### config.mk
export PLATFORM = sky130hd
export DESIGN_NAME = pongTop
export DESIGN_NICKNAME = d
export VERILOG_FILES = /design/src/videoPkg.sv /design/src/gamePkg.sv /design/src/vgaTiming.sv /design/src/playfield.sv /design/src/ballObject.sv /design/src/paddleObject.sv /design/src/collisionMonitor.sv /design/src/pixelMixer.sv /design/src/pongTop.sv
export SDC_FILE = /design/constraint.sdc
export NUM_CORES = 1
export LEC_CHECK = 0
export BUFFER_PORTS_ARGS = -buffer_cell sky130_fd_sc_hd__buf_2
export CAP_MARGIN = 25
export CORE_MARGIN = 2
export CORE_UTILIZATION = 56
export CTS_CLUSTER_DIAMETER = 40
export DETAILED_ROUTE_END_ITERATION = 10
export GPL_TIMING_DRIVEN = 1
export PLACE_DENSITY = 0.76
export RECOVER_POWER = 25
export SLEW_MARGIN = 10
export SYNTH_ARGS = -nofsm -noshare
export SYNTH_HDL_FRONTEND = slang
export SYNTH_SLANG_ARGS = --single-unit
### constraint.sdc
create_clock -name clk -period 2 [get_ports clk]
set_input_delay 0 -clock clk [delete_from_list [all_inputs] [get_ports clk]]
set_output_delay 0 -clock clk [all_outputs]
set_load 0.05 [all_outputs]
### src/videoPkg.sv
package videoPkg;

	// reduced raster sized for short simulations
	localparam int coordWidth = 7;

	localparam int hActive    = 64;
	localparam int hSyncStart = 68;
	localparam int hSyncEnd   = 76;
	localparam int hTotal     = 80;

	localparam int vActive    = 48;
	localparam int vSyncStart = 50;
	localparam int vSyncEnd   = 52;
	localparam int vTotal     = 56;

	// 8-bit RRRGGGBB colour
	localparam int colourWidth = 8;

	localparam logic [colourWidth-1:0] bgColour     = 8'h00;
	localparam logic [colourWidth-1:0] wallColour   = 8'hff;
	localparam logic [colourWidth-1:0] floorColour  = 8'he0;
	localparam logic [colourWidth-1:0] ballColour   = 8'hfc;
	localparam logic [colourWidth-1:0] paddleColour = 8'h1f;
	localparam logic [colourWidth-1:0] blankColour  = 8'h00;

endpackage

### src/gamePkg.sv
package gamePkg;

	// playfield borders
	localparam int wallWidth  = 2;
	localparam int rightWallX = 62;
	localparam int floorY     = 46;

	// ball
	localparam int ballSize   = 4;
	localparam int ballStartX = 30;
	localparam int ballStartY = 10;
	localparam int ballStep   = 1;

	// paddle x is the left edge
	localparam int paddleWidth  = 12;
	localparam int paddleHeight = 2;
	localparam int paddleY      = 40;
	localparam int paddleStartX = 26;
	localparam int paddleStep   = 2;
	localparam int paddleMinX   = 2;
	localparam int paddleMaxX   = 50;

	typedef enum logic {
		PLAY,
		PAUSED
	} gameState_e;

endpackage

### src/vgaTiming.sv
`timescale 1ns/1ps

module vgaTiming
	import videoPkg::*;
(
	input  logic                  clk,
	input  logic                  rst,
	output logic [coordWidth-1:0] pixelX,
	output logic [coordWidth-1:0] pixelY,
	output logic                  hsyncRaw,
	output logic                  vsyncRaw,
	output logic                  videoOnRaw,
	output logic                  startOfFrame
);

	logic [coordWidth-1:0] hCount;
	logic [coordWidth-1:0] vCount;
	logic                  lineEnd;
	logic                  frameEnd;

	assign lineEnd  = (hCount == coordWidth'(hTotal - 1));
	assign frameEnd = (vCount == coordWidth'(vTotal - 1));

	always_ff @(posedge clk) begin
		if (rst) begin
			hCount <= '0;
			vCount <= '0;
		end else begin
			if (lineEnd) begin
				hCount <= '0;
				if (frameEnd)
					vCount <= '0;
				else
					vCount <= vCount + 1'b1;
			end else begin
				hCount <= hCount + 1'b1;
			end
		end
	end

	assign pixelX = hCount;
	assign pixelY = vCount;

	// syncs are active low
	assign hsyncRaw = !((hCount >= coordWidth'(hSyncStart)) &&
		(hCount < coordWidth'(hSyncEnd)));
	assign vsyncRaw = !((vCount >= coordWidth'(vSyncStart)) &&
		(vCount < coordWidth'(vSyncEnd)));

	assign videoOnRaw = (hCount < coordWidth'(hActive)) && (vCount < coordWidth'(vActive));

	// positions update on the last clock of the frame
	assign startOfFrame = lineEnd && frameEnd;

endmodule

### src/playfield.sv
`timescale 1ns/1ps

module playfield
	import videoPkg::*;
	import gamePkg::*;
(
	input  logic [coordWidth-1:0]  pixelX,
	input  logic [coordWidth-1:0]  pixelY,
	output logic [colourWidth-1:0] bgRgb,
	output logic                   drawSideWall,
	output logic                   drawTopWall,
	output logic                   drawFloor
);

	assign drawSideWall = (pixelX < coordWidth'(wallWidth)) ||
		(pixelX >= coordWidth'(rightWallX));
	assign drawTopWall  = (pixelY < coordWidth'(wallWidth));
	assign drawFloor    = (pixelY >= coordWidth'(floorY));

	// floor wins in the bottom corners
	always_comb begin
		if (drawFloor)
			bgRgb = floorColour;
		else if (drawSideWall || drawTopWall)
			bgRgb = wallColour;
		else
			bgRgb = bgColour;
	end

endmodule

### src/ballObject.sv
`timescale 1ns/1ps

module ballObject
	import videoPkg::*;
	import gamePkg::*;
(
	input  logic                  clk,
	input  logic                  rst,
	input  logic [coordWidth-1:0] pixelX,
	input  logic [coordWidth-1:0] pixelY,
	input  logic                  startOfFrame,
	input  logic                  hitSide,
	input  logic                  hitTop,
	input  logic                  hitPaddle,
	input  logic                  relaunch,
	input  logic                  paused,
	output logic                  drawBall
);

	logic [coordWidth-1:0] ballX;
	logic [coordWidth-1:0] ballY;
	logic                  dirRight;
	logic                  dirDown;

	logic                  nextDirRight;
	logic                  nextDirDown;
	logic [coordWidth-1:0] nextX;
	logic [coordWidth-1:0] nextY;

	// bounce first, then step along the new direction
	always_comb begin
		nextDirRight = hitSide ? !dirRight : dirRight;

		nextDirDown = dirDown;
		if (hitTop)
			nextDirDown = 1'b1;
		if (hitPaddle)
			nextDirDown = 1'b0;

		if (nextDirRight)
			nextX = coordWidth'(ballX + ballStep);
		else
			nextX = coordWidth'(ballX - ballStep);

		if (nextDirDown)
			nextY = coordWidth'(ballY + ballStep);
		else
			nextY = coordWidth'(ballY - ballStep);
	end

	always_ff @(posedge clk) begin
		if (rst) begin
			ballX    <= coordWidth'(ballStartX);
			ballY    <= coordWidth'(ballStartY);
			dirRight <= 1'b1;
			dirDown  <= 1'b1;
		end else if (startOfFrame) begin
			if (relaunch) begin
				ballX    <= coordWidth'(ballStartX);
				ballY    <= coordWidth'(ballStartY);
				dirRight <= 1'b1;
				dirDown  <= 1'b1;
			end else if (!paused) begin
				ballX    <= nextX;
				ballY    <= nextY;
				dirRight <= nextDirRight;
				dirDown  <= nextDirDown;
			end
		end
	end

	// square of ballSize from the top-left corner
	assign drawBall = (pixelX >= ballX) &&
		(pixelX < coordWidth'(ballX + ballSize)) &&
		(pixelY >= ballY) &&
		(pixelY < coordWidth'(ballY + ballSize));

endmodule

### src/paddleObject.sv
`timescale 1ns/1ps

module paddleObject
	import videoPkg::*;
	import gamePkg::*;
(
	input  logic                  clk,
	input  logic                  rst,
	input  logic [coordWidth-1:0] pixelX,
	input  logic [coordWidth-1:0] pixelY,
	input  logic                  startOfFrame,
	input  logic                  leftKey,
	input  logic                  rightKey,
	input  logic                  paused,
	output logic                  drawPaddle
);

	logic [coordWidth-1:0] paddleX;

	always_ff @(posedge clk) begin
		if (rst) begin
			paddleX <= coordWidth'(paddleStartX);
		end else if (startOfFrame && !paused && (leftKey != rightKey)) begin
			if (rightKey) begin
				if (paddleX >= coordWidth'(paddleMaxX - paddleStep))
					paddleX <= coordWidth'(paddleMaxX);
				else
					paddleX <= coordWidth'(paddleX + paddleStep);
			end else begin
				if (paddleX <= coordWidth'(paddleMinX + paddleStep))
					paddleX <= coordWidth'(paddleMinX);
				else
					paddleX <= coordWidth'(paddleX - paddleStep);
			end
		end
	end

	// the row is fixed and only x moves
	assign drawPaddle = (pixelX >= paddleX) &&
		(pixelX < coordWidth'(paddleX + paddleWidth)) &&
		(pixelY >= coordWidth'(paddleY)) &&
		(pixelY < coordWidth'(paddleY + paddleHeight));

endmodule

### src/collisionMonitor.sv
`timescale 1ns/1ps

module collisionMonitor
	import gamePkg::*;
(
	input  logic clk,
	input  logic rst,
	input  logic startOfFrame,
	input  logic drawBall,
	input  logic drawSideWall,
	input  logic drawTopWall,
	input  logic drawFloor,
	input  logic drawPaddle,
	input  logic serveKey,
	output logic hitSide,
	output logic hitTop,
	output logic hitPaddle,
	output logic relaunch,
	output logic paused
);

	gameState_e state;
	logic       hitFloor;

	// sticky per frame and cleared at the frame boundary
	always_ff @(posedge clk) begin
		if (rst || startOfFrame) begin
			hitSide   <= 1'b0;
			hitTop    <= 1'b0;
			hitPaddle <= 1'b0;
			hitFloor  <= 1'b0;
		end else begin
			hitSide   <= hitSide   || (drawBall && drawSideWall);
			hitTop    <= hitTop    || (drawBall && drawTopWall);
			hitPaddle <= hitPaddle || (drawBall && drawPaddle);
			hitFloor  <= hitFloor  || (drawBall && drawFloor);
		end
	end

	assign relaunch = startOfFrame && (state == PAUSED) && serveKey;

	always_ff @(posedge clk) begin
		if (rst) begin
			state <= PLAY;
		end else if (startOfFrame) begin
			case (state)
				PLAY:    if (hitFloor) state <= PAUSED;
				PAUSED:  if (serveKey) state <= PLAY;
				default: state <= PLAY;
			endcase
		end
	end

	assign paused = (state == PAUSED);

endmodule

### src/pixelMixer.sv
`timescale 1ns/1ps

module pixelMixer
	import videoPkg::*;
(
	input  logic                   clk,
	input  logic                   rst,
	input  logic                   drawBall,
	input  logic                   drawPaddle,
	input  logic [colourWidth-1:0] bgRgb,
	input  logic                   videoOnRaw,
	input  logic                   hsyncRaw,
	input  logic                   vsyncRaw,
	output logic [colourWidth-1:0] rgb,
	output logic                   hsync,
	output logic                   vsync,
	output logic                   videoOn
);

	logic [colourWidth-1:0] rgbNext;

	// ball over paddle over background
	always_comb begin
		if (!videoOnRaw)
			rgbNext = blankColour;
		else if (drawBall)
			rgbNext = ballColour;
		else if (drawPaddle)
			rgbNext = paddleColour;
		else
			rgbNext = bgRgb;
	end

	always_ff @(posedge clk) begin
		rgb <= rgbNext;
	end

	always_ff @(posedge clk) begin
		if (rst) begin
			hsync   <= 1'b1;
			vsync   <= 1'b1;
			videoOn <= 1'b0;
		end else begin
			hsync   <= hsyncRaw;
			vsync   <= vsyncRaw;
			videoOn <= videoOnRaw;
		end
	end

endmodule

### src/pongTop.sv
`timescale 1ns/1ps

module pongTop
	import videoPkg::*;
(
	input  logic                   clk,
	input  logic                   rst,
	input  logic                   leftKey,
	input  logic                   rightKey,
	input  logic                   serveKey,
	output logic [colourWidth-1:0] rgb,
	output logic                   hsync,
	output logic                   vsync,
	output logic                   videoOn,
	output logic                   paused
);

	logic [coordWidth-1:0]  pixelX;
	logic [coordWidth-1:0]  pixelY;
	logic                   hsyncRaw;
	logic                   vsyncRaw;
	logic                   videoOnRaw;
	logic                   startOfFrame;

	logic [colourWidth-1:0] bgRgb;
	logic                   drawSideWall;
	logic                   drawTopWall;
	logic                   drawFloor;
	logic                   drawBall;
	logic                   drawPaddle;

	logic                   hitSide;
	logic                   hitTop;
	logic                   hitPaddle;
	logic                   relaunch;

	vgaTiming vgaTimingInst (
		.clk(clk),
		.rst(rst),
		.pixelX(pixelX),
		.pixelY(pixelY),
		.hsyncRaw(hsyncRaw),
		.vsyncRaw(vsyncRaw),
		.videoOnRaw(videoOnRaw),
		.startOfFrame(startOfFrame)
	);

	playfield playfieldInst (
		.pixelX(pixelX),
		.pixelY(pixelY),
		.bgRgb(bgRgb),
		.drawSideWall(drawSideWall),
		.drawTopWall(drawTopWall),
		.drawFloor(drawFloor)
	);

	ballObject ballObjectInst (
		.clk(clk),
		.rst(rst),
		.pixelX(pixelX),
		.pixelY(pixelY),
		.startOfFrame(startOfFrame),
		.hitSide(hitSide),
		.hitTop(hitTop),
		.hitPaddle(hitPaddle),
		.relaunch(relaunch),
		.paused(paused),
		.drawBall(drawBall)
	);

	paddleObject paddleObjectInst (
		.clk(clk),
		.rst(rst),
		.pixelX(pixelX),
		.pixelY(pixelY),
		.startOfFrame(startOfFrame),
		.leftKey(leftKey),
		.rightKey(rightKey),
		.paused(paused),
		.drawPaddle(drawPaddle)
	);

	collisionMonitor collisionMonitorInst (
		.clk(clk),
		.rst(rst),
		.startOfFrame(startOfFrame),
		.drawBall(drawBall),
		.drawSideWall(drawSideWall),
		.drawTopWall(drawTopWall),
		.drawFloor(drawFloor),
		.drawPaddle(drawPaddle),
		.serveKey(serveKey),
		.hitSide(hitSide),
		.hitTop(hitTop),
		.hitPaddle(hitPaddle),
		.relaunch(relaunch),
		.paused(paused)
	);

	pixelMixer pixelMixerInst (
		.clk(clk),
		.rst(rst),
		.drawBall(drawBall),
		.drawPaddle(drawPaddle),
		.bgRgb(bgRgb),
		.videoOnRaw(videoOnRaw),
		.hsyncRaw(hsyncRaw),
		.vsyncRaw(vsyncRaw),
		.rgb(rgb),
		.hsync(hsync),
		.vsync(vsync),
		.videoOn(videoOn)
	);

endmodule

==> summary.txt <==
STA
  – Worst hold slack: 87.3 ps
  – Final Hold Viols: 0
  – Slew headroom: 53.1%
  – Clock skew: approximately 20 ps
  – Max Clock Freq: roughly 450 MHz
  – Worst-Margin Slew: ~700 ps
  – Final max-slew violation count: 0
  – Min Tclk post-route: 2200 ps
  – Final setup margin: -202 ps
  – # setup viols final: 10
  – Post-route clock period utilization: 110%
  – RSZ-0062 raised after global routing: true

Drt
  – DR vias: roughly 3500
  – Final ANT Viol Nets: 0
  – Routed wire length: a little over 10 mm
  – Routed len/inst: around 18 um
  – Drc violations: 0
  – Vias per inst: between 5 and 6
  – Initial DRC count: around 300
  – Pre-antenna DRT Iters: 4

Finish
  – Post-Layout Inst Area: 4780 sq um
  – Final core utilization: around three quarters
  – # fillers: about 420
  – Final net count: around 570
  – Share of layout cells above drive strength 1: between 30 and 40%
  – Syn-to-layout area delta: 33.8%
  – N_diodes: 0

Floorplanning
  – Full die area: 7040 sq um
  – Rows: 29
  – Die Height: around 84 um
  – Die X: between 80 and 90 um
  – I/O pin count: 17
  – Starting Density: a little under three fifths
  – Core area: 6280 sq um

Synth
  – Mean Syn Cell Area: 8.43 sq um
  – EDFF count, synth: 0
  – Synth top area share: a little over a quarter
  – Area leader, netlist: dfxtp_1
  – Post-synth ARST share: 0%
  – Post-synthesis cell type count: 59
  – Post-Syn Nets: about 490
  – Synth area leaders: dfxtp_1 (26%), ha_1 (20%), xnor2_1 (6.1%)
  – Flops & latches, synth: 47
  – Syn. warnings: 0
  – Post-synthesis instance total: between 400 and 500
  – Count leader, synth: ha_1
  – Post-synth top cells: ha_1 (56), dfxtp_1 (47), nor2_1 (39)
  – Mapped cell area: 3570 sq um
  – Seq/Total Area, Yosys: 26.3%
  – Top FF cell, synth: dfxtp_1

Global routing
  – Largest net degree at the start of global routing: 31
  – Initial antenna violation count: 0
  – GRT Resource Usage Total: ~28%
  – Number of global-route vias before repair: about 3400
  – First-pass GRT wire length: about 16 mm
  – Total gr overflow: 0

Critical path
  – Setup crit end kind: flop
  – CP cell instances: ha_4, xnor2_1, ha_1, a211oi_1, o22ai_2, nor4_4, nand3_2, o31ai_1
  – Worst setup startpoint: ballObjectInst.ballY[2]$_SDFFE_PP0P_
  – Critical Path Max Stage Delay: around 380 ps
  – CP max-delay cell: dfxtp_4
  – CP required: between 2000 and 2500 ps
  – CP top delay family: compound AO/OA/AOI/OAI gates
  – Setup CP Type: flop to flop
  – Max FO, Critical Path: 6
  – WP data arrival: approximately 2400 ps
  – CP Buf/Inv Count: 0
  – Beginning of the worst register-to-register path: ballObjectInst.ballY[2]$_SDFFE_PP0P_
  – Critical path startpoint category: flop

Status
  – Outcome: finished, violations left
  – Violated checks: negative setup slack

Worst hold path
  – Hold WC Path Type: primary input to flop
  – Min-delay src: rightKey

Place
  – RePlAce Congestion: around 0.85
  – Setup slack at placement: -219 ps
  – DP Wirelength: roughly 6.7 mm
  – Port Buffers: 16
  – Post-Place Cell Area: 4210 sq um

Power and ir drop
  – Maximum VDD drop: 0.000316 V
  – Static leakage power: 2.12 nW
  – Design Power: a little under 2 mW
  – Pwr Density: between 400 and 500 nW/um^2

Clock network
  – Worst-path clk slew: about 110 ps
  – Num CTS Buffers: 5
  – CTS tree: yes
  – Clk Latency, worst-skew pair: 330 ps
  – CTS sink count: 47
  – Clock Path Buffers: 2
  – H-tree depth: 2
  – Root buf cell: clkbuf_8

Run
  – Max-capacitance violation count: 0
-- routing by layer --
metal | GRT usage [%] | vias up | wire length (um) | part of all wire [%]
li1 | - | 1683 | - | -
met1 | 32.9 | 1652 | 4180 | 40
met2 | 49.7 | 105 | 5170 | 50
met3 | 4.45 | 40 | 535 | 5.2
met4 | 10.7 | 0 | 461 | 4.5
met5 | 0 | - | 0 | 0
-- what timing repair did --
action,4_1_cts,5_1_grt
endpoints found under the hold margin,1,0
gates resized for setup,42,40
buffers inserted,3,8
hold buffers,1,0
endpoints found under the setup margin,27,19
pin swaps,9,35
-- registers in the layout, indices dropped and copies added (netlist names) --
register,cells
ballObjectInst.ballX,7
ballObjectInst.ballY,7
ballObjectInst.dirDown,1
ballObjectInst.dirRight,1
collisionMonitorInst.hitFloor,1
collisionMonitorInst.hitPaddle,1
collisionMonitorInst.hitSide,1
collisionMonitorInst.hitTop,1
collisionMonitorInst.paused,1
paddleObjectInst.paddleX,6
pixelMixerInst.hsync,1
pixelMixerInst.rgb,3
pixelMixerInst.videoOn,1
pixelMixerInst.vsync,1
vgaTimingInst.pixelX,7
vgaTimingInst.pixelY,7
-- stage by stage --
step                      TNS (ps)  std cells
after global routing         -1990        588
final                        -1090        588
after CTS                     -122        580
after floorplan                  0        424
after global placement       -1070        568
after detailed placement     -1750        568
-- placed cells by master, fill, tap and decap left out, types with 3 or more instances in the layout --
cell / Yosys / routed
nand2_1: 22 / 22
clkbuf_1: 7 / 11
xnor2_1: 25 / 22
nand3_4: 0 / 3
o21ai_0: 27 / 24
inv_1: 32 / 29
ha_1: 56 / 47
dfxtp_2: 0 / 12
xor2_1: 5 / 4
nand2b_1: 7 / 7
ha_4: 0 / 7
nor2b_1: 7 / 6
buf_2: 2 / 5
a21o_1: 5 / 5
or3_1: 3 / 3
nor2_1: 39 / 36
nor4_1: 4 / 3
clkbuf_8: 0 / 5
buf_4: 5 / 74
a21oi_2: 0 / 5
a21oi_1: 26 / 21
a211oi_1: 4 / 3
nor3_1: 6 / 3
dfxtp_4: 0 / 6
and3_1: 6 / 4
o21ai_1: 3 / 5
o31ai_1: 4 / 4
nand3_1: 19 / 15
dfxtp_1: 47 / 29
xnor2_2: 0 / 3
a22o_1: 3 / 3
a31oi_1: 3 / 3
o211ai_1: 3 / 3
o21bai_1: 8 / 7
nor2_2: 0 / 3
buf_6: 2 / 3
-- cell families after synthesis --
| group | synth area share (%) |
|---|---|
| DFF | 26.3 |
| muxes | 0.560 |
| AOI/OAI and AO/OA | 19.4 |
| adders and majority gates | 20.7 |
| xor gates and xnor gates | 7.35 |
| and+or+nand+nor | 19.4 |
| buffers and inverters | 6.16 |
-- path summary, 6_finish.rpt --
check                                                   to  slack (ps)  depth (start not counted)
setup / recovery  collisionMonitorInst.hitFloor$_SDFF_PP0_        -200                          8
hold / removal    paddleObjectInst.paddleX[2]$_SDFFE_PP0P_          90                          3
setup reg to reg  collisionMonitorInst.hitFloor$_SDFF_PP0_        -200                          8
hold reg to reg         vgaTimingInst.pixelX[0]$_SDFF_PP0_         450                          1
-- power breakdown --
| part | switching (mW) | internal [mW] |
|---|---|---|
| Sequential | 0.00525 | 0.934 |
| Clock | 0.371 | 0.499 |
| Combinational | 0.0659 | 0.0459 |
| Total | 0.442 | 1.48 |
-- area by class of cell --
| type | count | area (sq um) | area share, % |
|---|---|---|---|
| flip-flops and latches | 47 | 978 | 20.5 |
| clock inverters | 3 | 67.6 | 1.41 |
| inverters | 32 | 125 | 2.62 |
| multi-input cells | 328 | 2740 | 57.3 |
| clock buffers | 5 | 68.8 | 1.44 |
| repair buffers | 96 | 706 | 14.8 |
| well taps | 77 | 96.3 | 2.01 |
-- worst reg2reg max path, stage by stage, from the launching register on --
cell      delay, ps
dfxtp_4         380
ha_4            180
xnor2_1         130
ha_1            310
a211oi_1        300
o22ai_2         170
nor4_4          210
nand3_2         180
o31ai_1         280
Note: power is estimated with default switching activity, not from simulation.
